$ cat config.mk
export PLATFORM = sky130hd
export DESIGN_NAME = writeback_commit_unit
export DESIGN_NICKNAME = d
export VERILOG_FILES = /design/src/verilog/blimp_pkg.sv /design/src/verilog/writeback_commit_unit.sv
export SDC_FILE = /design/constraint.sdc
export NUM_CORES = 1
export LEC_CHECK = 0
export ABC_AREA = 1
export ABC_CLOCK_PERIOD_IN_PS = 4000
export BUFFER_PORTS_ARGS = -buffer_cell sky130_fd_sc_hd__clkbuf_2
export CORE_ASPECT_RATIO = 0.7
export CORE_MARGIN = 2
export CORE_UTILIZATION = 50
export CTS_BUF_LIST = sky130_fd_sc_hd__clkbuf_8
export DETAILED_ROUTE_END_ITERATION = 16
export PLACE_DENSITY = 0.67
export SLEW_MARGIN = 10
export SYNTH_ARGS = -nofsm -noshare
export SYNTH_HDL_FRONTEND = slang
export SYNTH_SLANG_ARGS = --single-unit
$ cat constraint.sdc
create_clock -name clk -period 4 [get_ports clk]
set_input_delay 0.8 -clock clk [delete_from_list [all_inputs] [get_ports clk]]
set_output_delay 0.8 -clock clk [all_outputs]
set_load 0.1 [all_outputs]
$ cat src/verilog/blimp_pkg.sv
// Blimp core shared definitions
// Word and register index types, RV32 opcode fields, micro-ops and
// the fetch handshake states

package blimp_pkg;

  //----------------------------------------------------------
  // Widths
  //----------------------------------------------------------

  typedef logic [31:0] word_t;    // Data word, instruction or PC
  typedef logic [4:0]  reg_idx_t; // Architectural register index

  //----------------------------------------------------------
  // Micro-ops and FSM states
  //----------------------------------------------------------

  typedef enum logic [1:0] {
    UOP_ADD,  // rd = rs1 + rs2
    UOP_ADDI, // rd = rs1 + sext(imm)
    UOP_MUL   // rd = low 32 bits of rs1 * rs2
  } uop_e;

  typedef enum logic [1:0] {
    FETCH_REQ,       // Idle, may raise req
    FETCH_WAIT_ACK,  // req high, waiting for ack
    FETCH_WAIT_DROP  // req dropped, waiting for ack to fall
  } fetch_state_e;

  //----------------------------------------------------------
  // Encodings
  //----------------------------------------------------------

  localparam logic [6:0] OPC_OP     = 7'b0110011; // Register-register
  localparam logic [6:0] OPC_OP_IMM = 7'b0010011; // Register-immediate
  localparam logic [6:0] F7_ADD     = 7'b0000000;
  localparam logic [6:0] F7_MUL     = 7'b0000001; // M extension

  // addi x0, x0, 0
  localparam word_t NOP_INSTR = 32'h0000_0013;

endpackage

$ cat src/verilog/writeback_commit_unit.sv
// Blimp writeback and commit unit
// Reorder buffer indexed by sequence number, takes ALU and multiplier
// completions out of order and commits in order onto the trace port
`timescale 1ns/10ps

module writeback_commit_unit
  import blimp_pkg::*;
#(
  parameter p_seq_num_bits = 3
) (
  input  logic                      clk,
  input  logic                      rst_n,
  input  logic                      alloc_val,
  input  logic [p_seq_num_bits-1:0] alloc_seq,
  input  word_t                     alloc_pc,
  input  logic                      alu_cpl_val,
  input  logic [p_seq_num_bits-1:0] alu_cpl_seq,
  input  reg_idx_t                  alu_cpl_waddr,
  input  word_t                     alu_cpl_data,
  input  logic                      mul_cpl_val,
  input  logic [p_seq_num_bits-1:0] mul_cpl_seq,
  input  reg_idx_t                  mul_cpl_waddr,
  input  word_t                     mul_cpl_data,
  output logic                      cmt_val,
  output logic [p_seq_num_bits-1:0] cmt_seq,
  output reg_idx_t                  cmt_waddr,
  output word_t                     cmt_data,
  output logic                      trace_val,
  output word_t                     trace_pc,
  output reg_idx_t                  trace_waddr,
  output word_t                     trace_wdata,
  output logic                      trace_wen
);

  localparam int unsigned p_entries = 2 ** p_seq_num_bits;

  word_t                     rob_pc    [p_entries];
  word_t                     rob_data  [p_entries];
  reg_idx_t                  rob_waddr [p_entries];
  logic [p_entries-1:0]      rob_done;  // Result written, not yet committed
  logic [p_seq_num_bits-1:0] head;      // Oldest in-flight tag

  //----------------------------------------------------------
  // Commit from the head
  //----------------------------------------------------------

  assign cmt_val   = rob_done[head]; // One cycle after completion at best
  assign cmt_seq   = head;
  assign cmt_waddr = rob_waddr[head];
  assign cmt_data  = rob_data[head];

  assign trace_val   = cmt_val;
  assign trace_pc    = rob_pc[head];
  assign trace_waddr = cmt_waddr;
  assign trace_wdata = cmt_data;
  assign trace_wen   = (cmt_waddr != '0); // x0 writes dropped

  //----------------------------------------------------------
  // Entry state
  //----------------------------------------------------------

  always_ff @(posedge clk or negedge rst_n) begin
    if (!rst_n) begin
      rob_done <= '0;
      head     <= '0;
    end else begin
      if (cmt_val) begin
        rob_done[head] <= 1'b0; // Free the entry
        head           <= head + 1'b1;
      end
      // Both pipes may finish together, tags always differ
      if (alu_cpl_val) rob_done[alu_cpl_seq] <= 1'b1;
      if (mul_cpl_val) rob_done[mul_cpl_seq] <= 1'b1;
    end
  end

  // Entry payload
  always_ff @(posedge clk) begin
    if (alloc_val) rob_pc[alloc_seq] <= alloc_pc;
    if (alu_cpl_val) begin
      rob_data[alu_cpl_seq]  <= alu_cpl_data;
      rob_waddr[alu_cpl_seq] <= alu_cpl_waddr;
    end
    if (mul_cpl_val) begin
      rob_data[mul_cpl_seq]  <= mul_cpl_data;
      rob_waddr[mul_cpl_seq] <= mul_cpl_waddr;
    end
  end

endmodule

==> results of run 1 <==
==> flip-flops by register name, summed over array words and instances, names as in the netlist <==
name       cells
rob_done       8
rob_pc       256
rob_waddr     40
rob_data     256
cmt_seq        3
==> per-layer routing <==
| layer | vias up | wire length (µm) | global-route usage (%) |
|---|---|---|---|
| li1 | 8635 | - | - |
| met1 | 8953 | 30000 | 36.4 |
| met2 | 813 | 31600 | 40.0 |
| met3 | 123 | 5890 | 6.32 |
| met4 | 8 | 1440 | 8.13 |
| met5 | - | 47 | 0 |
==> cell usage after synthesis <==
master,number,share of area (%)
edfxtp_1,552,65
o21ai_0,508,10
nor2_1,472,7.0
nand2_1,381,5.6
inv_1,92,1.4
clkbuf_1,76,1.1
o2111ai_1,64,2.2
o21ai_1,54,1.1
buf_4,42,1.2
buf_2,32,0.63
clkbuf_2,30,0.59
buf_6,28,1.2
nand3_1,24,0.47
buf_1,21,0.31
dfrtp_1,11,1.1
inv_2,4,0.059
o211ai_1,4,0.12
o211ai_2,3,0.15
nand2_2,2,0.049
nand4_1,2,0.049
nor2_2,2,0.049
nor2_4,2,0.089
ha_1,1,0.049
nand4_2,1,0.049
nor3_1,1,0.020
or2_1,1,0.025
or2_2,1,0.025
xor2_1,1,0.035
==> critical path, stage by stage, from the launching register on <==
cell and delay [ps]:
dfrtp_4 530, clkinv_8 380, buf_12 350, o21ai_0 370
o2111ai_2 250, clkbuf_2 430
==> final timing paths <==
check	cells past startpoint	startpoint	end	slack, ps
max	5	cmt_seq[0]	cmt_data[22]	180
min	1	alloc_pc[19]	rob_pc[5][19]	410
max reg2reg	6	cmt_seq[0]	cmt_seq[2]	1890
min reg2reg	2	rob_done[4]	rob_done[4]	490
max in group asynchronous	2	rst_n	cmt_seq[0]	3130
min in group asynchronous	2	rst_n	cmt_seq[0]	600
==> cell type report <==
class	count	share of cell area, %
antenna	6	0.0526
clock buffer	91	4.39
clock inverter	56	0.895
inverter	96	1.31
multi-input combinational	1524	25.2
sequential	563	59.1
tap	674	2.96
timing repair buffer	281	6.12
==> stage by stage <==
step                worst slack, ps  util (%)  cells
floorplan                      21.1         -   2412
global placement                906      53.4   3136
detailed placement              881      53.4   3136
CTS                             136      56.4   3284
global route                   3.34      56.6   3290
finish                          175      56.6   3291
==> kinds of logic after synthesis <==
logic type | synth area share [%]
XOR/XNOR | 0.0345
adder cells (fa/ha/maj) | 0.0493
buffers and inverters | 6.56
AND/OR/NAND/NOR | 13.4
AO/OA/AOI/OAI | 13.6
flip-flops | 66.4
==> repair_timing <==
| action | CTS | global route |
|---|---|---|
| hold buffers | 1 | 0 |
| endpoints found under the hold margin | 11 | 0 |
| setup endpoints to repair | 0 | 23 |
| gates resized for setup | 0 | 28 |
==> flow_summary.ini, run 1 <==
[run_status]
status = finished clean

[clock_tree]
cts.htree.levels = 3
clkSlewWorstSetupHoldPaths_ps = 60
cts_buffers = 89
post_cts_buffers = 0
cts_num_sinks = 563
clk_latency_ps = 670
clock_path_buffers = 3
cts_tree = built
cts.root.buffer_cell = clkbuf_8

[timing]
whs_ps = 406
tns_ps = 0
slew_headroom_pct = 34.0
tightest_slew_ps = 987
fin_crit_ps = 3820
setup_viol = 0
slew_viol_final = 0
final-hold-violation-count = 0
grt_setup_unrepaired = no
finClkSkew_ps = 7.33
max_freq_mhz = 261
fin_crit_sh_pct = 95.6

[critical_path]
crit_required_ps = 3200
cp-start-kind = flop
path_class = flop to output pin
cp-end-kind = output pin
crit_arrival_ps = 3020
crit_fanout = 100

[routing]
wl_per_cell_um = 20.9
vias_per_cell = 5.63
routed_wl_um = 68900
drt_iter0_markers = 2154
drt.antenna.violating_nets = 0
num_vias = 18500
drc_errors = 0
firstDrtPassIters = 6

[placement]
place_area_mm2 = 0.0269
portBuffers = 231
place.gp.congestion = 0.781
dp_hpwl_um = 38500

[final_layout]
nets = 2676
areaGrowthSynthToFinish_pct = 12.3
drive_gt1_share_pct = 17.3
fillCellCount = 4335
final_cell_area_mm2 = 0.0285
seqCellArea_mm2 = 0.0169
multiInputGateArea_mm2 = 0.00717
layout_commonest_cell = edfxtp_1
final_cell_mix = edfxtp_1, o21ai_0, nor2_1

[logic_synthesis]
avgSynthCellArea_um2 = 10.5
syn_area_mm2 = 0.0254
syn_nets = 2533
ys_seq_area_share_pct = 66.4
synth_cells = 2412
synth_cell_types = 28
yosysWarnings = 0
ys_ff_latch = 563

[floorplanning]
core_region_area_mm2 = 0.0504
die_w_um = 273
io_pins = 232
die_h_um = 193
start_util_pct = 50.4
dieArea_mm2 = 0.0526
row_count = 69

[global_routing]
grt_pass1_vias = 17800
grt_usage_pct = 25.9
grt_max_degree = 172
grt_pass1_wl_um = 104000
grt_overflow = 0
antenna_found_initial = 10

[run]
drv_cap = 0

[worst_hold_path]
min-delay-path-class = primary input to flop
Power of run 1 is left out: the tool's default activity adds up to more than one toggle a clock period on the data nets, which glitch-free logic cannot reach.
==> run 2: changes to the inputs <==
--- a/config.mk
+++ b/config.mk
@@ -5,14 +5,15 @@
 export SDC_FILE = /design/constraint.sdc
 export NUM_CORES = 1
 export LEC_CHECK = 0
-export ABC_AREA = 1
 export ABC_CLOCK_PERIOD_IN_PS = 4000
 export BUFFER_PORTS_ARGS = -buffer_cell sky130_fd_sc_hd__clkbuf_2
 export CORE_ASPECT_RATIO = 0.7
 export CORE_MARGIN = 2
 export CORE_UTILIZATION = 50
 export CTS_BUF_LIST = sky130_fd_sc_hd__clkbuf_8
+export CTS_CLUSTER_DIAMETER = 120
 export DETAILED_ROUTE_END_ITERATION = 16
+export MAX_ROUTING_LAYER = met4
 export PLACE_DENSITY = 0.67
 export SLEW_MARGIN = 10
 export SYNTH_ARGS = -nofsm -noshare
==> run 2 against run 1 <==
Non-clock buffer count is 1 higher; clock skew is 9.6 ps higher; sequential share of layout area decreased by 0.65 points; count of clock-buffer cells in the layout grew 3; cell count decreased by 28%; hold slack better by 4.1 ps; flip-flop and latch count stayed put; wire length down 14%; largest cell class unchanged; via count is 27% lower; synthesized cell count down 43%; cell area up 1.1%; critical path type unchanged.
==> flow_summary.ini, run 2 <==
[floorplanning]
core_region_area_mm2 = 0.0495
die_h_um = 192
dieArea_mm2 = 0.0523
die_w_um = 272
row_count = 68
io_pins = 232
start_util_pct = 50.9

[critical_path]
crit_fanout = 30
cp.depth = 5
r2r_cells = 5
slowest_stage = dfrtp_4
crit_required_ps = 3200
cp_slowest_stage_delay_ps = 720
path_class = flop to output pin
path_delay_family = buffers and inverters
cp-end-kind = output pin
crit_top_cell = nand2_1
path_cells = buf_12 -> mux4_2 -> nand2_1 -> nand2_1 -> clkbuf_2
crit_buf_inv = 2
cp-start-kind = flop
crit_arrival_ps = 2940

[timing]
tightest_slew_ps = 1010
grt_setup_unrepaired = no
setup_viol = 0
tns_ps = 0
fin_crit_sh_pct = 93.5
finClkSkew_ps = 17.0
slew_viol_final = 0
fin_crit_ps = 3740
max_freq_mhz = 267
final-hold-violation-count = 0
slew_headroom_pct = 32.4

[clock_tree]
clk_latency_ps = 670
cts_num_sinks = 563
clkSlewWorstSetupHoldPaths_ps = 60
cts_buffers = 86
clock_path_buffers = 3
cts_tree = built
cts.root.buffer_cell = clkbuf_8
cts.htree.levels = 3

[final_layout]
drive_gt1_share_pct = 50.3
final_cell_mix = edfxtp_1, mux2_2, clkbuf_2
reg.largest.list = rob_data x256, rob_pc x256, rob_waddr x40
areaGrowthSynthToFinish_pct = 14.4
layout_commonest_cell = edfxtp_1
nets = 1756

[global_routing]
antenna_found_initial = 5
grt_overflow = 0
grt_max_degree = 48
grt_pass1_wl_um = 87800
top_usage_layer = met2
met2_usage_pct = 36.3
grtUsageMet1_pct = 32.3
grt_usage_pct = 23.6
use_met3_pct = 4.86
grt_pass1_vias = 14000

[logic_synthesis]
yosysMostFrequentCell = edfxtp_1
syn_area_mm2 = 0.0252
synth-main-ff-cell = edfxtp_1
synth_edf_count = 552
syn_nets = 1505
ys_ff_latch = 563
async_flop_share_pct = 1.95
synthTopCellsByArea = edfxtp_1, mux2_2, mux4_2, nand2_1, buf_4
synth_cell_types = 31
yosysWarnings = 0
synth_top_area_cell = edfxtp_1
synth_top_area_share_pct = 65.8
synth_cells = 1384
yosys-top-cells-count = edfxtp_1, mux2_2, nand2_1
ys_seq_area_share_pct = 66.9
avgSynthCellArea_um2 = 18.2

[placement]
dp_hpwl_um = 33300
portBuffers = 231
place.gp.congestion = 0.738

[routing]
routed_wl_um = 58900
drt_iter0_markers = 1101
num_vias = 13500
vias_per_cell = 5.70
wl_per_cell_um = 24.9
drt.antenna.violating_nets = 0
firstDrtPassIters = 5
drc_errors = 0

[worst_hold_path]
min-delay-path-class = primary input to flop
hold_depth = 1

[run_status]
status = finished clean

[run]
drv_cap = 0
-- run 2: stage by stage --
step	area [µm²]	util (%)	hold slack (ps)	cells	setup slack, ps
2_1_floorplan	25200	-	442	1384	9.23
3_3_place_gp	27200	54.9	458	2209	795
4_1_cts	28800	58.1	336	2363	21.9
6_report	28800	58.3	410	2372	260
3_5_place_dp	27200	54.9	466	2209	787
5_1_grt	28800	58.2	357	2371	65.9
-- run 2: worst paths after layout --
path	startpoint	to	slack, ps
worst min-delay path	alloc_pc[30]	rob_pc[3][30]	410
worst max register to register	cmt_seq[2]	cmt_seq[2]	1920
worst max-delay path	cmt_seq[0]	trace_wdata[28]	260
worst min register to register	rob_done[4]	rob_done[4]	480
min in group asynchronous	rst_n	rob_done[0]	580
max in group asynchronous	rst_n	cmt_seq[0]	3170
-- run 2: timing repair --
action | in CTS | in global routing
setup buffers | 0 | 2
hold endpoints to repair | 11 | 0
endpoints found under the setup margin | 0 | 32
gates resized for setup | 0 | 1
hold buffers | 1 | 0
-- run 2: cell families after synthesis --
kind of cell               after synthesis  synth area share (%)
AOI/OAI and AO/OA                       17                 0.427
xor gates and xnor gates                 1                0.0348
adders and majority gates                1                0.0496
buffers and inverters                  120                  2.66
DFF                                    563                  66.9
muxes                                  444                  26.2
and+or+nand+nor                        238                  3.81
-- run 2: layer usage --
layer  up-vias  wire length [µm]
met3        82              3610
met5         -                 0
met2       438             28400
li1       5982                 -
met1      7018             25800
met4         0              1110
-- run 2: area by class of cell --
cell class / instances / area, µm²
Multi-Input combinational cell: 701 / 7840
Sequential cell: 563 / 16900
Tap cell: 665 / 832
Timing Repair Buffer: 282 / 1710
Fill cell: 3779 / 20700
Clock inverter: 59 / 283
Clock buffer: 94 / 1290
Inverter: 1 / 5.00
Antenna cell: 7 / 17.5
Power of run 2 is left out for the same reason.
