--- config.mk ---
export PLATFORM = sky130hd
export DESIGN_NAME = mul_unit
export DESIGN_NICKNAME = d
export VERILOG_FILES = /design/src/verilog/blimp_pkg.sv /design/src/verilog/mul_unit.sv
export SDC_FILE = /design/constraint.sdc
export NUM_CORES = 1
export LEC_CHECK = 0
export BUFFER_PORTS_ARGS = -buffer_cell sky130_fd_sc_hd__clkbuf_2
export CAP_MARGIN = 25
export CORE_MARGIN = 2
export CORE_UTILIZATION = 49
export DETAILED_ROUTE_END_ITERATION = 12
export GPL_TIMING_DRIVEN = 0
export PLACE_DENSITY_LB_ADDON = 0.2
export SYNTH_ARGS = -nofsm -noshare
export SYNTH_HDL_FRONTEND = slang
export SYNTH_SLANG_ARGS = --single-unit
export TNS_END_PERCENT = 1
--- constraint.sdc ---
create_clock -name clk -period 0.8 [get_ports clk]
set_input_delay 0.12 -clock clk [delete_from_list [all_inputs] [get_ports clk]]
set_output_delay 0.12 -clock clk [all_outputs]
set_load 0.005 [all_outputs]
--- src/verilog/blimp_pkg.sv ---
// Blimp core shared definitions
// Word and register index types, RV32 opcode fields, micro-ops and
// the fetch handshake states

package blimp_pkg;

  //----------------------------------------------------------
  // Widths
  //----------------------------------------------------------

  typedef logic [31:0] word_t;    // Data word, instruction or PC
  typedef logic [4:0]  reg_idx_t; // Architectural register index

  //----------------------------------------------------------
  // Micro-ops and FSM states
  //----------------------------------------------------------

  typedef enum logic [1:0] {
    UOP_ADD,  // rd = rs1 + rs2
    UOP_ADDI, // rd = rs1 + sext(imm)
    UOP_MUL   // rd = low 32 bits of rs1 * rs2
  } uop_e;

  typedef enum logic [1:0] {
    FETCH_REQ,       // Idle, may raise req
    FETCH_WAIT_ACK,  // req high, waiting for ack
    FETCH_WAIT_DROP  // req dropped, waiting for ack to fall
  } fetch_state_e;

  //----------------------------------------------------------
  // Encodings
  //----------------------------------------------------------

  localparam logic [6:0] OPC_OP     = 7'b0110011; // Register-register
  localparam logic [6:0] OPC_OP_IMM = 7'b0010011; // Register-immediate
  localparam logic [6:0] F7_ADD     = 7'b0000000;
  localparam logic [6:0] F7_MUL     = 7'b0000001; // M extension

  // addi x0, x0, 0
  localparam word_t NOP_INSTR = 32'h0000_0013;

endpackage

--- src/verilog/mul_unit.sv ---
// Blimp multiplier pipe
// Low 32 bits of a * b carried through p_mul_stages registers, one
// new multiply accepted every cycle
`timescale 1ns/10ps

module mul_unit
  import blimp_pkg::*;
#(
  parameter p_seq_num_bits = 3,
  parameter p_mul_stages   = 4
) (
  input  logic                      clk,
  input  logic                      rst_n,
  input  logic                      mul_val,
  input  logic [p_seq_num_bits-1:0] mul_seq,
  input  reg_idx_t                  mul_waddr,
  input  word_t                     mul_a,
  input  word_t                     mul_b,
  output logic                      mul_cpl_val,
  output logic [p_seq_num_bits-1:0] mul_cpl_seq,
  output reg_idx_t                  mul_cpl_waddr,
  output word_t                     mul_cpl_data
);

  word_t                     product;
  logic [p_mul_stages-1:0]   val_q;               // Valid shift chain
  logic [p_seq_num_bits-1:0] seq_q   [p_mul_stages];
  reg_idx_t                  waddr_q [p_mul_stages];
  word_t                     data_q  [p_mul_stages];

  assign product = mul_a * mul_b; // Upper half dropped

  always_ff @(posedge clk or negedge rst_n) begin
    if (!rst_n) begin
      val_q <= '0;
    end else begin
      val_q[0] <= mul_val;
      for (int i = 1; i < p_mul_stages; i++) val_q[i] <= val_q[i-1];
    end
  end

  // Product and tag chain
  always_ff @(posedge clk) begin
    seq_q[0]   <= mul_seq;
    waddr_q[0] <= mul_waddr;
    data_q[0]  <= product;
    for (int i = 1; i < p_mul_stages; i++) begin
      seq_q[i]   <= seq_q[i-1];
      waddr_q[i] <= waddr_q[i-1];
      data_q[i]  <= data_q[i-1];
    end
  end

  // Last stage out
  assign mul_cpl_val   = val_q[p_mul_stages-1];
  assign mul_cpl_seq   = seq_q[p_mul_stages-1];
  assign mul_cpl_waddr = waddr_q[p_mul_stages-1];
  assign mul_cpl_data  = data_q[p_mul_stages-1];

endmodule

==> results of run 1 <==
kinds of logic after synthesis:
family / count (synthesis)
muxes: 1
buffers and inverters: 448
DFF: 164
and+or+nand+nor: 581
AOI/OAI and AO/OA: 74
adders and majority gates: 531
xor gates and xnor gates: 86
cell type report:
cell class | count | share of cell area [%]
Clock inverter | 15 | 0.793
Timing Repair Buffer | 132 | 3.78
Clock buffer | 17 | 1.91
Sequential cell | 164 | 15.0
Tap cell | 518 | 2.91
Inverter | 363 | 6.13
Buffer | 85 | 4.02
Multi-Input combinational cell | 1273 | 65.5
routing by layer:
| metal | global-route usage (%) | share of wire [%] | vias up |
|---|---|---|---|
| met1 | 35.3 | 40 | 6731 |
| met4 | 13.3 | 5.1 | 2 |
| met3 | 7.76 | 8.4 | 116 |
| met2 | 44.5 | 47 | 481 |
| li1 | - | - | 5809 |
| met5 | 0 | 0.022 | - |
sequential cells by signal, indices dropped and copies added, names as in the netlist:
register / flops
data_q: 128
seq_q: 12
waddr_q: 20
val_q: 4
worst min path at each step:
stage                  start           end  slack (ns)  depth (start not counted)
floorplan              rst_n      val_q[0]       -0.18                          0
global placement       rst_n      val_q[3]       -0.08                          1
detailed placement     rst_n      val_q[2]       -0.07                          1
CTS                 mul_b[0]  data_q[0][0]        0.02                          2
global route        mul_b[0]  data_q[0][0]        0.01                          2
finish              mul_b[0]  data_q[0][0]        0.05                          2
critical path, cell delays in order:
cell and delay (ns):
clkbuf_4 0.19, clkbuf_8 0.21, and2_1 0.16, fa_1 0.50, inv_1 0.05, fa_1 0.39, fa_1 0.55, fa_1 0.51
inv_1 0.05, fa_1 0.48, inv_1 0.05, fa_1 0.47, inv_1 0.05, fa_1 0.49, fa_1 0.43, ha_1 0.29
clkbuf_8 0.16, nand4_1 0.12, o21bai_1 0.12, o221ai_2 0.17, a21oi_2 0.10, a311oi_4 0.27, buf_6 0.17, o21ai_1 0.08
a2111o_1 0.37, nand4_1 0.08
cells in the final DEF (no fill, tap or decap), types with 3 or more instances in the layout:
| master | Yosys | routed |
|---|---|---|
| dfrtp_1 | 4 | 4 |
| clkbuf_2 | 0 | 102 |
| nand3_1 | 6 | 5 |
| o21ai_0 | 9 | 4 |
| ha_4 | 0 | 17 |
| buf_8 | 0 | 3 |
| dfxtp_1 | 160 | 140 |
| a21oi_1 | 21 | 15 |
| clkbuf_1 | 85 | 18 |
| fa_2 | 0 | 9 |
| clkbuf_4 | 0 | 15 |
| dfxtp_2 | 0 | 20 |
| and2_4 | 0 | 5 |
| a21oi_2 | 0 | 4 |
| nor2_1 | 13 | 13 |
| inv_6 | 0 | 4 |
| o21a_1 | 3 | 3 |
| xor2_1 | 21 | 21 |
| clkbuf_8 | 0 | 28 |
| xnor2_1 | 65 | 64 |
| fa_1 | 408 | 399 |
| o211ai_1 | 3 | 3 |
| inv_8 | 0 | 6 |
| nand4_1 | 5 | 5 |
| and2_1 | 368 | 362 |
| dlygate4sd3_1 | 0 | 11 |
| nor3_1 | 5 | 5 |
| clkbuf_16 | 0 | 29 |
| nand2_1 | 179 | 178 |
| nand2b_1 | 4 | 4 |
| ha_1 | 123 | 104 |
| o21ai_2 | 1 | 5 |
| a21o_1 | 5 | 5 |
| clkinv_8 | 0 | 3 |
| buf_4 | 0 | 14 |
| inv_1 | 363 | 362 |
| buf_2 | 0 | 11 |
| o21bai_1 | 6 | 6 |
timing repair:
| item | CTS | global route |
|---|---|---|
| endpoints found under the setup margin | 73 | 72 |
| setup buffers | 4 | 2 |
| pin swaps | 27 | 7 |
| cloned | 0 | 0 |
| hold endpoints to repair | 13 | 0 |
| hold buffers | 11 | 0 |
| resized for setup | 226 | 55 |
stage by stage:
step,TNS (ns),utilization (%),hold WS [ns],setup slack (ns),std cells
floorplan,-127.37,-,-0.176,-5.35,1885
global placement,-170.81,52.9,-0.0781,-6.93,2516
detailed placement,-170.67,53.0,-0.0699,-6.96,2518
CTS,-132.36,57.4,0.0175,-5.39,2565
global route,-138.43,57.7,0.0106,-5.65,2567
finish,-132.43,57.7,0.0508,-5.45,2567
Yosys cell counts (4+ instances only):
master and n:
xor2_1 21, clkbuf_1 85, o21bai_1 6, a21o_1 5, nand2b_1 4, dfrtp_1 4
fa_1 408, dfxtp_1 160, inv_1 363, xnor2_1 65, ha_1 123, nand3_1 6
nor3_1 5, nor2_1 13, nand4_1 5, nand2_1 179, o21ai_0 9, and2_1 368
a21oi_1 21
==> results.toml, run 1 <==
[yosys]
syn_area_mm2 = 0.0191
async_flop_share_pct = 2.44
netlist_instances = 1885
synth_top_family_by_area = "adder cells"
ys_ff_latch = 164
synth_compound_area_share_pct = 2.65
synth_top_cell_area_share_pct = 42.8
synth-edff-count = 0
yosys_warnings = 0
yosys.area_share.adder_pct = 50.8
synth.mux.area_fraction_pct = 0.0524
syn_avg_cell_area_um2 = 10.1
synth_area_leader_cell = "fa_1"
syn_nets = 2491
netlist_top_cells_area = "fa_1 43%, dfxtp_1 17%, and2_1 12%"
synthXorXnorAreaFrac_pct = 3.94
ys_seq_area_share_pct = 17.3
synth-main-ff-cell = "dfxtp_1"
synth-simple-area-share_pct = 16.4
ys_types = 41

[finish]
fill_cells = 3426
fin_nets = 2642
final_area_mm2 = 0.0222
multi_input_area_mm2 = 0.0146
final-seq-area_mm2 = 0.00333
drive_gt1_share_pct = 14.8
area_delta_synth_final_pct = 16.4
num_antenna_cells = 0

[sta]
period_minus_slack_ns = 6.25
hold_viol_final = 0
max-slew-margin-rel_pct = 54.6
timing.final.ws_setup_ns = -5.45
rsz0062_at_grt = "true"
fmax_mhz = 160
clock_skew_ns = 0.00850
period_share_pct = 782
tightest_slew_ns = 0.677
setup_viol = 71
drv_slew = 0

[worst_setup_path]
r2r_setup_slack_ns = 0.32
crit_required_ns = 1.19
worstSetupStartpoint = "mul_a[14]"
worstSetupEndpointType = "flop"
r2r_cells = 0
critPathCapture = "data_q[0][29]"
arrival_ns = 6.64
r2r_start = "val_q[1]"
cp_max_fo = 10
timing.rr.end = "val_q[2]"
critPathLaunchType = "primary input"
path_class = "primary input to flop"

[cts]
clockBufferDepth = 2
clock_sinks = 164
htree_num_levels = 4
root_buffer = "clkbuf_16"
clk_latency_ns = 0.46
cts_tree = "done"
clk_pin_slew_ns = 0.07
cts_buffers = 17

[global_routing]
gr-total-overflow = 0
antenna_found_initial = 2
track_usage_pct = 27.9
grt_max_degree = 20
grt_pass1_wl_um = 82800
grt_pass1_vias = 14100

[drt]
drt-initial-drc-count = 780
ant_nets = 0
vias_per_cell = 5.12
drc = 0
num_vias = 13100
routed_wl_um = 54000
first_pass_iters = 7
wire_per_inst_um = 21.1

[floorplanning]
start_util_pct = 49.5
rows = 72
die_y_um = 201
core_mm2 = 0.0386
pin_count = 116
dieArea_mm2 = 0.0406
die_w_um = 201

[place]
dpl-instance-area_mm2 = 0.0204
io_buffers = 113
hpwl_um = 43800
gp_congestion = 0.983

[hold_path]
hp-class = "primary input to flop"

[status]
outcome = "finished, violations left"
violations = "negative setup slack"

[flow_run]
cap_violations = 0
Power of run 1 is not shown: default switching activity piles up to over one toggle a cycle in this logic, so the estimate is an artifact.
==> run 2: changes to the inputs <==
--- a/config.mk
+++ b/config.mk
@@ -5,6 +5,7 @@
 export SDC_FILE = /design/constraint.sdc
 export NUM_CORES = 1
 export LEC_CHECK = 0
+export ABC_AREA = 1
 export BUFFER_PORTS_ARGS = -buffer_cell sky130_fd_sc_hd__clkbuf_2
 export CAP_MARGIN = 25
 export CORE_MARGIN = 2
==> constraint.sdc (replaced) <==
create_clock -name clk -period 7 [get_ports clk]
set_input_delay 1.05 -clock clk [delete_from_list [all_inputs] [get_ports clk]]
set_output_delay 1.05 -clock clk [all_outputs]
set_load 0.005 [all_outputs]
==> run 2 against run 1 <==
Compared with the run above: routed wire length rose by 4.7%; register-to-register slack improved by 6.2 ns; area after synthesis rose by 5.4%; clock skew fell by 0.0020 ns; non-clock buffer count rose by 15; highest routed layer is now met4; sequential cell count did not move; largest cell class unchanged; synthesized cell count rose by 31%; the flow now finishes without violations; hold slack improved by 0.27 ns.
==> results.toml, run 2 <==
[status]
outcome = "completed"

[cts]
clockBufferDepth = 2
root_buffer = "clkbuf_16"
cts_hold_buf = 0
clk_latency_ns = 0.45
clk_pin_slew_ns = 0.07
cts_tree = "done"
htree_num_levels = 4
clock_sinks = 164
cts_buffers = 17

[place]
gp_congestion = 0.943
hpwl_um = 46900
io_buffers = 92
dpl-instance-area_mm2 = 0.0213

[worst_setup_path]
worstSetupStartpoint = "mul_b[2]"
r2r_start = "val_q[2]"
timing.rr.end = "val_q[3]"
path_class = "primary input to flop"
r2r_cells = 0
critPathLaunchType = "primary input"
worstSetupEndpointType = "flop"
cp_max_fo = 4
crit_required_ns = 7.35
arrival_ns = 7.26
r2r_setup_slack_ns = 6.52

[global_routing]
gr-total-overflow = 0
track_usage_pct = 27.5
grt_pass1_vias = 15600
grt_pass1_wl_um = 85800
grt_max_degree = 17
antenna_found_initial = 0

[drt]
drc = 0
wire_per_inst_um = 17.9
ant_nets = 0
drt-initial-drc-count = 1083
first_pass_iters = 5
vias_per_cell = 4.88
routed_wl_um = 56600
num_vias = 15400

[yosys]
synth_area_leader_cell = "fa_1"
synth-main-ff-cell = "dfxtp_1"
syn_area_mm2 = 0.0201
syn_nets = 3067
netlist_instances = 2461
netlist_top_cells_area = "fa_1 41%, dfxtp_1 16%, inv_1 15%"
async_flop_share_pct = 2.44
synth-edff-count = 0
ys_types = 34
synth_top_cell_area_share_pct = 40.6
yosys_warnings = 0
synthTopCellsByCount = "788 x inv_1, 674 x nand2_1, 408 x fa_1, 160 x dfxtp_1, 123 x ha_1"
syn_avg_cell_area_um2 = 8.18
ys_seq_area_share_pct = 16.4
synth.most_common_cell = "inv_1"
ys_ff_latch = 164

[hold_path]
hp-class = "flop to flop"
hp-start = "waddr_q[2][0]"
hold_end = "waddr_q[3][0]"
whs_path_depth = 0

[finish]
layout_commonest_cell = "inv_1"
largest_reg_flops = 128
area_delta_synth_final_pct = 16.0
drive_gt1_share_pct = 13.8
fin_nets = 3215
final_area_mm2 = 0.0233
largestRegisters = "data_q (128), waddr_q (20), seq_q (12)"
regMostFlops = "data_q"
mostFrequentLayoutCells = "766 x inv_1, 655 x nand2_1, 393 x fa_1, 160 x dfxtp_1, 110 x ha_1"

[floorplanning]
die_y_um = 207
pin_count = 116
start_util_pct = 49.5
dieArea_mm2 = 0.0427
core_mm2 = 0.0406
die_w_um = 207
rows = 74

[sta]
rsz0062_at_grt = "true"
hold_viol_final = 0
fin_setup_tns_ns = 0
max-slew-margin-rel_pct = 47.3
period_share_pct = 98.7
drv_slew = 0
setup_viol = 0
period_minus_slack_ns = 6.91
tightest_slew_ns = 0.791
clock_skew_ns = 0.00646
fmax_mhz = 145

[flow_run]
cap_violations = 0
==> run 2: cell types whose count changed after synthesis, sizes merged, moves of 4 or more <==
cell	delta
nor2	+18
nand3b	+4
xor2	+4
clkbuf	-15
nand2	+497
xnor2	-46
buf	+33
and2	-368
a21oi	+11
nand3	+36
inv	+427
==> run 2: stage by stage <==
stage | setup WS, ns | util, % | hold slack, ns | cells
CTS | -0.00232 | 55.4 | 0.319 | 3119
global route | -0.0537 | 57.4 | 0.319 | 3154
detailed placement | -2.19 | 52.3 | 0.312 | 3086
floorplan | 0.00218 | - | 0.310 | 2461
finish | 0.0895 | 57.4 | 0.320 | 3155
global placement | -2.24 | 52.3 | 0.310 | 3085
==> run 2: layout make-up <==
cell class                      instances  area, um^2
Clock inverter                         13         161
Multi-Input combinational cell       1403       13900
Fill cell                            3649       17300
Timing Repair Buffer                  135         870
Tap cell                              532         666
Buffer                                 97        1010
Sequential cell                       164        3300
Clock buffer                           19         443
Antenna cell                            1        2.50
Inverter                              791        2970
==> run 2: logic make-up (layout without fill, tap and decap cells) <==
kind of cell | count (synthesis) | after routing | share of synthesized area [%]
AOI/OAI and AO/OA | 62 | 62 | 1.73
xor gates and xnor gates | 44 | 44 | 1.99
adders and majority gates | 531 | 531 | 48.2
buffers and inverters | 894 | 1055 | 16.9
DFF | 164 | 164 | 16.4
other | 0 | 1 | 0
and+or+nand+nor | 766 | 766 | 14.8
==> run 2: layer usage <==
metal | vias to the layer above | track usage [%] | share of wire (%)
met3 | 106 | 3.75 | 7.2
met5 | - | 0 | 0
met4 | 0 | 13.0 | 4.4
met2 | 521 | 46.6 | 50
li1 | 7089 | - | -
met1 | 7676 | 34.9 | 39
==> run 2: worst max-delay path by stage <==
stage | endpoint | slack [ns] | depth (start not counted)
2_1_floorplan | data_q[0][27] | 0.002 | 25
3_3_place_gp | data_q[0][31] | -2.24 | 24
3_5_place_dp | data_q[0][31] | -2.19 | 24
4_1_cts | data_q[0][31] | -0.002 | 28
5_1_grt | data_q[0][31] | -0.05 | 27
6_report | data_q[0][31] | 0.09 | 26
==> run 2: worst max-delay path, cell delays in order <==
cell and delay, ns:
buf_4 0.13, clkbuf_16 0.17, buf_4 0.17, nand2_1 0.06, inv_1 0.05, fa_1 0.55, fa_1 0.43, fa_1 0.49
inv_1 0.05, fa_1 0.59, fa_1 0.46, fa_1 0.59, fa_1 0.44, fa_2 0.60, inv_1 0.09, ha_4 0.29
nand4_1 0.18, inv_1 0.10, nand2_1 0.07, inv_2 0.09, o21ai_2 0.06, o211ai_1 0.17, a31oi_4 0.07, buf_12 0.16
nand3_1 0.08, nand2_1 0.05
==> run 2: repair_timing <==
action / in CTS / in global routing
buffers inserted: 8 / 36
endpoints found under the setup margin: 20 / 8
gates resized for setup: 171 / 233
pin swaps: 16 / 95
endpoints found under the hold margin: 0 / 0
Power of run 2 is left out for the same reason.
