<file path="config.mk">
export PLATFORM = sky130hd
export DESIGN_NAME = fetch_unit
export DESIGN_NICKNAME = d
export VERILOG_FILES = /design/src/verilog/blimp_pkg.sv /design/src/verilog/fetch_unit.sv
export SDC_FILE = /design/constraint.sdc
export NUM_CORES = 1
export LEC_CHECK = 0
export ABC_AREA = 1
export BUFFER_PORTS_ARGS = -buffer_cell sky130_fd_sc_hd__buf_2
export CAP_MARGIN = 40
export CORE_UTILIZATION = 30
export CTS_BUF_LIST = sky130_fd_sc_hd__clkbuf_2 sky130_fd_sc_hd__clkbuf_4 sky130_fd_sc_hd__clkbuf_8
export DETAILED_ROUTE_END_ITERATION = 10
export GPL_ROUTABILITY_DRIVEN = 0
export PLACE_DENSITY = 0.6
export SLEW_MARGIN = 20
export SYNTH_ARGS = -nofsm -noshare
export SYNTH_HDL_FRONTEND = slang
export SYNTH_SLANG_ARGS = --single-unit
</file>
<file path="constraint.sdc">
create_clock -name clk -period 4.7 [get_ports clk]
set_input_delay 0 -clock clk [delete_from_list [all_inputs] [get_ports clk]]
set_output_delay 0 -clock clk [all_outputs]
set_load 0.02 [all_outputs]
</file>
<file path="src/verilog/blimp_pkg.sv">
// Blimp core shared definitions
// Word and register index types, RV32 opcode fields, micro-ops and
// the fetch handshake states

package blimp_pkg;

  //----------------------------------------------------------
  // Widths
  //----------------------------------------------------------

  typedef logic [31:0] word_t;    // Data word, instruction or PC
  typedef logic [4:0]  reg_idx_t; // Architectural register index

  //----------------------------------------------------------
  // Micro-ops and FSM states
  //----------------------------------------------------------

  typedef enum logic [1:0] {
    UOP_ADD,  // rd = rs1 + rs2
    UOP_ADDI, // rd = rs1 + sext(imm)
    UOP_MUL   // rd = low 32 bits of rs1 * rs2
  } uop_e;

  typedef enum logic [1:0] {
    FETCH_REQ,       // Idle, may raise req
    FETCH_WAIT_ACK,  // req high, waiting for ack
    FETCH_WAIT_DROP  // req dropped, waiting for ack to fall
  } fetch_state_e;

  //----------------------------------------------------------
  // Encodings
  //----------------------------------------------------------

  localparam logic [6:0] OPC_OP     = 7'b0110011; // Register-register
  localparam logic [6:0] OPC_OP_IMM = 7'b0010011; // Register-immediate
  localparam logic [6:0] F7_ADD     = 7'b0000000;
  localparam logic [6:0] F7_MUL     = 7'b0000001; // M extension

  // addi x0, x0, 0
  localparam word_t NOP_INSTR = 32'h0000_0013;

endpackage

</file>
<file path="src/verilog/fetch_unit.sv">
// Blimp fetch unit
// Sequential PC, four-phase client of the instruction memory and a
// one-entry buffer toward decode
`timescale 1ns/10ps

module fetch_unit
  import blimp_pkg::*;
(
  input  logic  clk,
  input  logic  rst_n,
  output logic  imem_req,
  output word_t imem_addr,
  input  logic  imem_ack,
  input  word_t imem_data,
  output logic  f_val,
  output word_t f_pc,
  output word_t f_instr,
  input  logic  f_rdy
);

  fetch_state_e state;
  word_t        pc;   // Address of the next request

  assign imem_addr = pc; // Only moves when req drops

  always_ff @(posedge clk or negedge rst_n) begin
    if (!rst_n) begin
      state    <= FETCH_REQ;
      pc       <= '0;
      imem_req <= 1'b0;
      f_val    <= 1'b0;
    end else begin
      if (f_val && f_rdy) f_val <= 1'b0; // Buffer consumed by decode
      case (state)
        FETCH_REQ: begin
          // Wait for an empty buffer and a quiet ack line
          if (!f_val && !imem_ack) begin
            imem_req <= 1'b1;
            state    <= FETCH_WAIT_ACK;
          end
        end
        FETCH_WAIT_ACK: begin
          if (imem_ack) begin
            imem_req <= 1'b0;
            f_val    <= 1'b1;       // Visible one cycle after ack
            pc       <= pc + 32'd4;
            state    <= FETCH_WAIT_DROP;
          end
        end
        FETCH_WAIT_DROP: begin
          if (!imem_ack) state <= FETCH_REQ; // Four-phase cycle closed
        end
        default: state <= FETCH_REQ;
      endcase
    end
  end

  // Buffer payload
  always_ff @(posedge clk) begin
    if (state == FETCH_WAIT_ACK && imem_ack) begin
      f_pc    <= pc;
      f_instr <= imem_data;
    end
  end

endmodule

</file>
==> results by group, run 1 <==
Route
  – Met2 Routed Length: 4.24 mm
  – Drt wl/cell: 13.0 µm
  – Top Layer Used: met4
  – M1 wire length: 3.86 mm
  – DRT antenna net count: 0
  – DR vias/cell: 4.26
  – DRT iter0 DRCs: 93
  – Pre-Repair DR Iteration Count: 4
  – Final wirelength: 8.78 mm
  – Met3 WL: 535 µm
  – Drc violations: 0
  – Via count: 2882

Global route
  – Initial antenna violation count: 0
  – Vias in the first global route: 2815
  – GRT Overall Usage: 0.136
  – Largest net degree at the start of global routing: 37
  – First-pass GRT wire length: 13.4 mm
  – Total grt overflow: 0

Floorplan
  – I/O pin count: 134
  – Core area: 12300 µm²
  – Initial Util: 0.313
  – Die H: 115 µm
  – Chip width: 115 µm
  – # rows: 40
  – Die ar.: 13300 µm²

Layout
  – Syn-to-layout area delta: 37.8%
  – Nets: 540
  – Inserted Diodes: 0
  – FILL cells: 1159
  – Layout cell share with drive strength beyond 1: 0.327
  – Multi-input gate area: 941 µm²
  – Register area: 2710 µm²
  – Final instance area: 5290 µm²
  – Fin cells: 676
  – Util after Layout: 0.432

Power and ir drop
  – Comb power frac: 0.207
  – Switching Share: 0.300
  – Internal: 1.50 mW
  – Worst IR drop on VDD: 237 µV
  – Sequential share of power: 0.517
  – Power Density: 405 nW/µm²
  – Overall power: 2.14 mW
  – P_leak: 2.37 nW
  – Clock share of power: 0.276
  – Switch Pwr: 0.644 mW

Clock network
  – TritonCTS Sinks: 96
  – Root buffer cell: clkbuf_8
  – Post-CTS Hold Buffers: 35
  – H-tree Lvls: 3
  – CTS buffer count: 9
  – Clock Pin Slew Worst Setup and Hold Paths: 90 ps
  – CTS tree: yes
  – CTS Buffer Depth: 2
  – Post-CTS Setup Bufs: 0
  – CTS resizes: 0
  – Worst-skew pair later-pin latency: 370 ps

Synth
  – Avg Inst Size Synth: 11.7 µm²
  – Synth area leader: edfxtp_1
  – Yosys warnings: 0
  – Yosys cell types: 24
  – Sequential area share after synthesis: 0.707
  – Synth Cell Area: 3840 µm²
  – Top post-synthesis cells by area: edfxtp_1 49%, dfrtp_1 22%, nand2_1 7.0%, inv_1 4.1%, nand3_1 3.1%
  – Post-synthesis cell count: 327
  – Area share of the largest cell type after synthesis: 0.485
  – #FFs+latches synth: 96

Hold path
  – Hold Path Stages: 3
  – Hold Startpoint: f_rdy
  – Worst Hold Class: in2reg
  – WHS Endpoint: f_val

Worst setup path
  – RR Startpoint: state[1]
  – Worst setup SP type: register
  – R2R depth: 9
  – Critical path class: reg2reg
  – Worst path required time: 4960 ps
  – Max FO, Critical Path: 36
  – CP arrival: 2310 ps
  – Terminus of the critical flop-to-flop path: imem_addr[31]
  – Crit end category: register
  – FF-to-FF setup slack: 2650 ps

STA
  – Setup violators final: 0
  – Final hold slack: 334 ps
  – Crit share post-route: 0.436
  – Slew @ Worst Pin: 642 ps
  – Worst Slack Setup Final: 2650 ps
  – Final TNS setup: 0 ps
  – RSZ-0062 raised after global routing: false
  – Pins over their slew limit: 0
  – FMAX: 0.488 GHz
  – Post-layout min period: 2050 ps
  – Worst slew margin: 0.572
  – Final Skew: 5.83 ps
  – Final hold vios: 0

Outcome
  – Status: completed

Place
  – Placement Cell Area: 4690 µm²
  – Post-place setup slack: 2620 ps
  – HPWL Detailed: 6.05 mm
  – Port bufs: 129
  – Placed cells: 623

Run
  – Max-cap violations: 0
## critical path, stage by stage, from the launching register on
cell,delay [ps]
dfrtp_1,380
inv_1,110
nand2_2,110
nor2_8,510
buf_12,290
nand2_1,90
nor2_2,210
nand3_1,100
nand2_1,70
nand2_1,50
## sequential cells by signal (all words and copies together) (netlist names)
signal	flops
f_instr	32
f_pc	30
imem_addr	30
state	2
f_val	1
imem_req	1
## cell type report
class,instances,share of cell area
tap,168,0.0397
inverter,43,0.0305
clock buffer,10,0.0260
multi-input combinational,186,0.178
sequential,96,0.513
timing repair buffer,167,0.198
clock inverter,6,0.0156
## logic make-up (layout without fill, tap and decap cells)
family                   after synthesis  in the layout  synth area share
AO/OA/AOI/OAI                          8              8            0.0130
adder cells (fa/ha/maj)                1              1           0.00326
buffers and inverters                 48            226            0.0512
flip-flops                            96             96             0.707
AND/OR/NAND/NOR                      160            160             0.195
other                                  1              4          0.000977
XOR/XNOR                              13             13            0.0297
## routing by layer
metal | vias up | global-route usage
li1 | 1421 | -
met1 | 1358 | 0.157
met2 | 93 | 0.233
met3 | 10 | 0.0380
met4 | 0 | 0.0675
met5 | - | 0
## Yosys cell counts
master,count
buf_2,1
buf_4,4
conb_1,1
dfrtp_1,34
edfxtp_1,62
ha_1,1
inv_1,42
inv_2,1
nand2_1,72
nand2_2,2
nand3_1,24
nand3_2,3
nand3b_1,1
nand4_1,12
nor2_1,30
nor2_2,11
nor2_4,2
nor2_8,1
nor3_1,2
o21ai_0,3
o21ai_1,1
o21bai_1,4
xnor2_1,2
xor2_1,11
## power by group through the flow
stage / clock network (mW) / logic [mW] / registers [mW]
final: 0.593 / 0.444 / 1.11
after global routing: 0.648 / 0.483 / 1.12
after CTS: 0.620 / 0.450 / 1.11
after detailed placement: 0 / 0.426 / 1.13
after global placement: 0 / 0.409 / 1.12
after floorplan: 0 / 0.127 / 1.26
## how the worst max path moves through the flow
stage | cells past startpoint | from | slack (ps) | end
final | 9 | state[1] | 2650 | imem_addr[31]
after global placement | 8 | state[1] | 2470 | imem_addr[19]
after CTS | 9 | state[1] | 2600 | imem_addr[31]
after global routing | 10 | state[1] | 2460 | imem_addr[23]
after floorplan | 8 | state[1] | 2800 | imem_addr[19]
after detailed placement | 9 | state[1] | 2620 | imem_addr[31]
## cells in the final DEF, fill, tap and decap left out, types with 10 or more instances in the layout
master,Yosys,routed
dfrtp_1,34,34
nand2_1,72,72
clkbuf_8,0,10
buf_2,1,129
nor2_1,30,30
nand4_1,12,12
dlygate4sd3_1,0,36
xor2_1,11,11
nor2_2,11,11
nand3_1,24,24
inv_1,42,42
edfxtp_1,62,62
No activity file was read; power rests on OpenSTA's default activity.
==> inputs of run 2 (changes only) <==
--- a/config.mk
+++ b/config.mk
@@ -12,7 +12,7 @@
 export CTS_BUF_LIST = sky130_fd_sc_hd__clkbuf_2 sky130_fd_sc_hd__clkbuf_4 sky130_fd_sc_hd__clkbuf_8
 export DETAILED_ROUTE_END_ITERATION = 10
 export GPL_ROUTABILITY_DRIVEN = 0
-export PLACE_DENSITY = 0.6
+export PLACE_DENSITY = 0.61
 export SLEW_MARGIN = 20
 export SYNTH_ARGS = -nofsm -noshare
 export SYNTH_HDL_FRONTEND = slang
==> constraint.sdc (replaced) <==
create_clock -name clk -period 1.8 [get_ports clk]
set_input_delay 0 -clock clk [delete_from_list [all_inputs] [get_ports clk]]
set_output_delay 0 -clock clk [all_outputs]
set_load 0.02 [all_outputs]
==> run 2 against run 1 <==
Compared with the run above:
- clock-buffer cell count fell by 1
- critical endpoint is now f_instr[24]
- routed wire length fell by 2.4%
- utilization rose by 0.22 points
- first-iteration DRC count rose by 72%
- total power rose to 2.6 times the previous value
- via count fell by 0.35%
- worst hold slack got worse by 270 ps
- final area rose by 0.52%
- critical path depth fell by 5
- fmax rose by 30%
- clock skew rose by 3.0 ps
- final cell count rose by 0.30%
==> results by group, run 2 (synthesis results as in run 1) <==
Clock network
  – Post-CTS Hold Buffers: 35
  – CTS buffer count: 9
  – Worst-skew pair later-pin latency: 370 ps
  – Root buffer cell: clkbuf_8
  – CTS resizes: 0
  – Post-CTS Setup Bufs: 0
  – H-tree Lvls: 3
  – Clock Pin Slew Worst Setup and Hold Paths: 100 ps
  – CTS tree: yes
  – TritonCTS Sinks: 96
  – CTS Buffer Depth: 2

Worst setup path
  – RR Startpoint: state[1]
  – Critical path class: reg2reg
  – Critical Path Start: state[1]
  – CP arrival: 1620 ps
  – Worst setup SP type: register
  – Worst path required time: 1840 ps
  – Max FO, Critical Path: 29
  – Crit end category: register

Place
  – Port bufs: 129
  – HPWL Detailed: 6.00 mm

Power and ir drop
  – Internal: 3.76 mW
  – Sequential share of power: 0.527
  – Worst IR drop on VDD: 455 µV
  – Switching Share: 0.316
  – Comb power frac: 0.217
  – P_leak: 2.36 nW
  – Switch Pwr: 1.73 mW
  – Clock share of power: 0.256
  – Power Density: 1030 nW/µm²
  – Overall power: 5.49 mW

Layout
  – Most frequent cells in the layout: 129 x buf_2, 71 x nand2_1, 62 x edfxtp_1, 41 x inv_1, 35 x dlygate4sd3_1
  – Register with the most flip-flops: f_instr
  – FILL cells: 1175
  – Max FFs per register: 32
  – Commonest non-fill, non-tap cell in the layout: buf_2
  – Layout cell share with drive strength beyond 1: 0.345
  – Inserted Diodes: 0
  – Nets: 542
  – Syn-to-layout area delta: 38.6%

STA
  – Setup violators final: 0
  – Final hold vios: 0
  – RSZ-0062 raised after global routing: false
  – Pins over their slew limit: 0
  – FMAX: 0.633 GHz
  – Crit share post-route: 0.878
  – Post-layout min period: 1580 ps
  – Final TNS setup: 0 ps
  – Final Skew: 8.78 ps

Floorplan
  – Core area: 12300 µm²
  – # rows: 40
  – Die H: 115 µm
  – Chip width: 115 µm
  – Initial Util: 0.313
  – I/O pin count: 134
  – Die ar.: 13300 µm²

Global route
  – GRT Overall Usage: 0.137
  – First-pass GRT wire length: 13.7 mm
  – Vias in the first global route: 2792
  – Initial antenna violation count: 0
  – Total grt overflow: 0
  – Largest net degree at the start of global routing: 35

Route
  – Pre-Repair DR Iteration Count: 4
  – Final wirelength: 8.57 mm
  – DR vias/cell: 4.24
  – Drt wl/cell: 12.6 µm
  – Via count: 2872
  – DRT iter0 DRCs: 160
  – DRT antenna net count: 0
  – Drc violations: 0

Run
  – Max-cap violations: 0

Outcome
  – Status: completed

Hold path
  – Worst Hold Class: in2async
==> run 2: cell types whose count changed in the layout (fill, tap and decap cells not counted), moves of 2 or more <==
cell,previous run,this run
buf_4,0,4
clkinvlp_4,0,3
nand3_1,24,21
buf_12,2,0
nand3_4,0,2
==> run 2: through the flow <==
| stage | std cells | cell area (µm²) | hold WS [ps] | setup WS (ps) | util |
|---|---|---|---|---|---|
| after floorplan | 330 | 3890 | -296 | -26.7 | - |
| after global placement | 626 | 4750 | 139 | 267 | 0.387 |
| after detailed placement | 626 | 4750 | 151 | 209 | 0.387 |
| after CTS | 677 | 5290 | 268 | 190 | 0.432 |
| after global routing | 678 | 5320 | 81.7 | 18.2 | 0.434 |
| final | 678 | 5320 | 62.4 | 220 | 0.434 |
==> run 2: path summary, 6_finish.rpt <==
check                                end  slack (ps)  depth (start not counted)
setup / recovery             f_instr[24]         220                          4
hold reg to reg                 imem_req         490                          2
setup reg to reg             f_instr[24]         220                          4
max in group asynchronous  imem_addr[11]        1300                          3
hold / removal             imem_addr[22]          60                          2
min in group clk                   f_val         330                          3
==> run 2: layer usage <==
| layer | routed length (µm) | vias to the layer above | share of wire | track usage |
|---|---|---|---|---|
| li1 | - | 1422 | - | - |
| met4 | 160 | 0 | 0.019 | 0.0675 |
| met5 | 0 | - | 0 | 0 |
| met2 | 4080 | 88 | 0.48 | 0.226 |
| met3 | 513 | 13 | 0.060 | 0.0374 |
| met1 | 3810 | 1349 | 0.44 | 0.166 |
==> run 2: final cells by class <==
class,count,area (µm²),area share
Clock buffer,9,124,0.0233
Clock inverter,7,71.3,0.0134
Timing Repair Buffer,169,1050,0.198
Sequential cell,96,2710,0.510
Inverter,43,161,0.0303
Multi-Input combinational cell,186,986,0.185
Tap cell,168,210,0.0395
==> run 2: power groups by stage <==
stage / registers (mW) / logic, mW / clock network, mW
global placement: 2.94 / 1.13 / 0
floorplan: 3.29 / 0.355 / 0
CTS: 2.90 / 1.20 / 1.47
finish: 2.90 / 1.19 / 1.41
global route: 2.94 / 1.31 / 1.54
detailed placement: 2.95 / 1.14 / 0
==> run 2: critical path, stage by stage (launching register included) <==
cell	delay, ps
dfrtp_1	400
inv_2	100
nand2_4	70
nor2_8	270
buf_4	390
==> inputs of run 3 (changes only) <==
--- a/config.mk
+++ b/config.mk
@@ -11,8 +11,8 @@
 export CORE_UTILIZATION = 30
 export CTS_BUF_LIST = sky130_fd_sc_hd__clkbuf_2 sky130_fd_sc_hd__clkbuf_4 sky130_fd_sc_hd__clkbuf_8
 export DETAILED_ROUTE_END_ITERATION = 10
-export GPL_ROUTABILITY_DRIVEN = 0
 export PLACE_DENSITY = 0.61
+export SETUP_SLACK_MARGIN = 0.5
 export SLEW_MARGIN = 20
 export SYNTH_ARGS = -nofsm -noshare
 export SYNTH_HDL_FRONTEND = slang
==> run 3 against run 2 <==
Compared with the run above:
- combinational power increased by 45%
- via count grew 6.8%
- sequential cell count stayed put
- global-route usage rose by 0.59 points
- worst hold slack worse by 31 ps
- sequential share of layout area down 4.7 points
- utilization is 4.8 points higher
==> results by group, run 3 (synthesis results as in run 1) <==
Global route
  – Largest net degree at the start of global routing: 35
  – First-pass GRT wire length: 14.3 mm
  – Total grt overflow: 0
  – GRT Overall Usage: 0.143
  – Vias in the first global route: 2970
  – Initial antenna violation count: 0

Route
  – DRT antenna net count: 0
  – Drt wl/cell: 13.2 µm
  – Drc violations: 0
  – Final wirelength: 9.40 mm
  – Pre-Repair DR Iteration Count: 4
  – DRT iter0 DRCs: 200
  – DR vias/cell: 4.32
  – Via count: 3068

Clock network
  – TritonCTS Sinks: 96
  – Clock Pin Slew Worst Setup and Hold Paths: 100 ps
  – Root buffer cell: clkbuf_8
  – CTS tree: yes
  – CTS buffer count: 9
  – Worst-skew pair later-pin latency: 380 ps
  – H-tree Lvls: 3
  – CTS Buffer Depth: 2

Power and ir drop
  – Internal: 4.15 mW
  – Comb power frac: 0.283
  – Power Density: 1030 nW/µm²
  – Switch Pwr: 1.93 mW
  – Clock share of power: 0.241
  – P_leak: 2.58 nW
  – Worst IR drop on VDD: 529 µV
  – Sequential share of power: 0.476
  – Switching Share: 0.318

Floorplan
  – # rows: 40
  – Die ar.: 13300 µm²
  – Initial Util: 0.313
  – Chip width: 115 µm
  – Die H: 115 µm
  – Core area: 12300 µm²
  – I/O pin count: 134

Layout
  – FILL cells: 1106
  – Layout cell share with drive strength beyond 1: 0.464
  – Fin cells: 711
  – Final instance area: 5910 µm²
  – Most frequent cells in the layout: 129 x buf_2, 66 x nand2_1, 62 x edfxtp_1, 40 x inv_1, 35 x dlygate4sd3_1
  – Register with the most flip-flops: f_instr
  – Nets: 575
  – Util after Layout: 0.482
  – Syn-to-layout area delta: 54.0%
  – Max FFs per register: 32
  – Commonest non-fill, non-tap cell in the layout: buf_2
  – Inserted Diodes: 0

STA
  – Crit share post-route: 0.783
  – Final hold vios: 0
  – RSZ-0062 raised after global routing: true
  – Post-layout min period: 1410 ps
  – Pins over their slew limit: 0
  – FMAX: 0.710 GHz
  – Final Skew: 11.0 ps
  – Setup violators final: 0

Worst setup path
  – Worst path required time: 1900 ps
  – Max FO, Critical Path: 8
  – CP arrival: 1510 ps
  – Critical path class: reg2reg
  – Worst setup SP type: register
  – Crit end category: register

Place
  – Gpl congestion: 0.804
  – HPWL Detailed: 6.26 mm
  – Placed cells: 627
  – Port bufs: 129
  – Placement Cell Area: 4800 µm²

Run
  – Max-cap violations: 0

Hold path
  – Worst Hold Class: in2async

Outcome
  – Status: completed
run 3: power groups by stage:
| stage | combinational, mW | sequential (mW) | clock [mW] |
|---|---|---|---|
| after detailed placement | 1.17 | 2.95 | 0 |
| after global placement | 1.16 | 2.93 | 0 |
| after floorplan | 0.357 | 3.30 | 0 |
| after CTS | 1.48 | 2.89 | 1.52 |
| after global routing | 1.86 | 2.94 | 1.59 |
| final | 1.72 | 2.90 | 1.46 |
run 3: worst max-delay path, stage by stage, from the launching register on:
cell and delay, ps:
dfrtp_1 410, inv_2 90, nand2_4 70, nor2_8 130, buf_12 150, buf_12 120
clkbuf_16 150
run 3: through the flow:
step | setup TNS (ps) | total power [mW] | setup WS [ps] | hold WS (ps)
2_1_floorplan | -49.4 | 3.66 | -26.1 | -296
3_3_place_gp | 0 | 4.09 | 356 | 147
3_5_place_dp | 0 | 4.13 | 310 | -77.5
4_1_cts | 0 | 5.88 | 420 | 27.6
5_1_grt | 0 | 6.39 | 304 | 53.9
6_report | 0 | 6.08 | 391 | 31.2
run 3: worst paths after layout:
path / slack [ps] / endpoint / from / cells after the start
worst max-delay path: 390 / f_pc[14] / state[1] / 6
max in group asynchronous: 1320 / imem_addr[13] / rst_n / 3
worst min-delay path: 30 / imem_req / rst_n / 2
worst min register to register: 500 / imem_addr[9] / imem_addr[9] / 1
min in group clk: 320 / f_val / f_rdy / 3
worst max register to register: 390 / f_pc[14] / state[1] / 6
run 3: layer usage:
layer  up-vias  global-route usage  part of all wire
met5         -                   0                 0
met4         0              0.0814             0.025
met3        19              0.0348             0.060
met2       112               0.240              0.49
met1      1445               0.168              0.43
li1       1492                   -                 -
run 3: area by class of cell:
type,instances,area (µm²),share of cell area
multi-input combinational,186,1150,0.195
sequential,96,2740,0.463
clock buffer,9,124,0.0210
inverter,43,161,0.0273
clock inverter,7,78.8,0.0133
tap,168,210,0.0356
timing repair buffer,202,1450,0.245
run 3: timing repair:
item	4_1_cts	5_1_grt
pin swaps	7	13
cloned	0	4
hold endpoints to repair	69	0
hold buffers	35	0
endpoints found under the setup margin	87	86
resized for setup	29	34
setup buffers	16	13
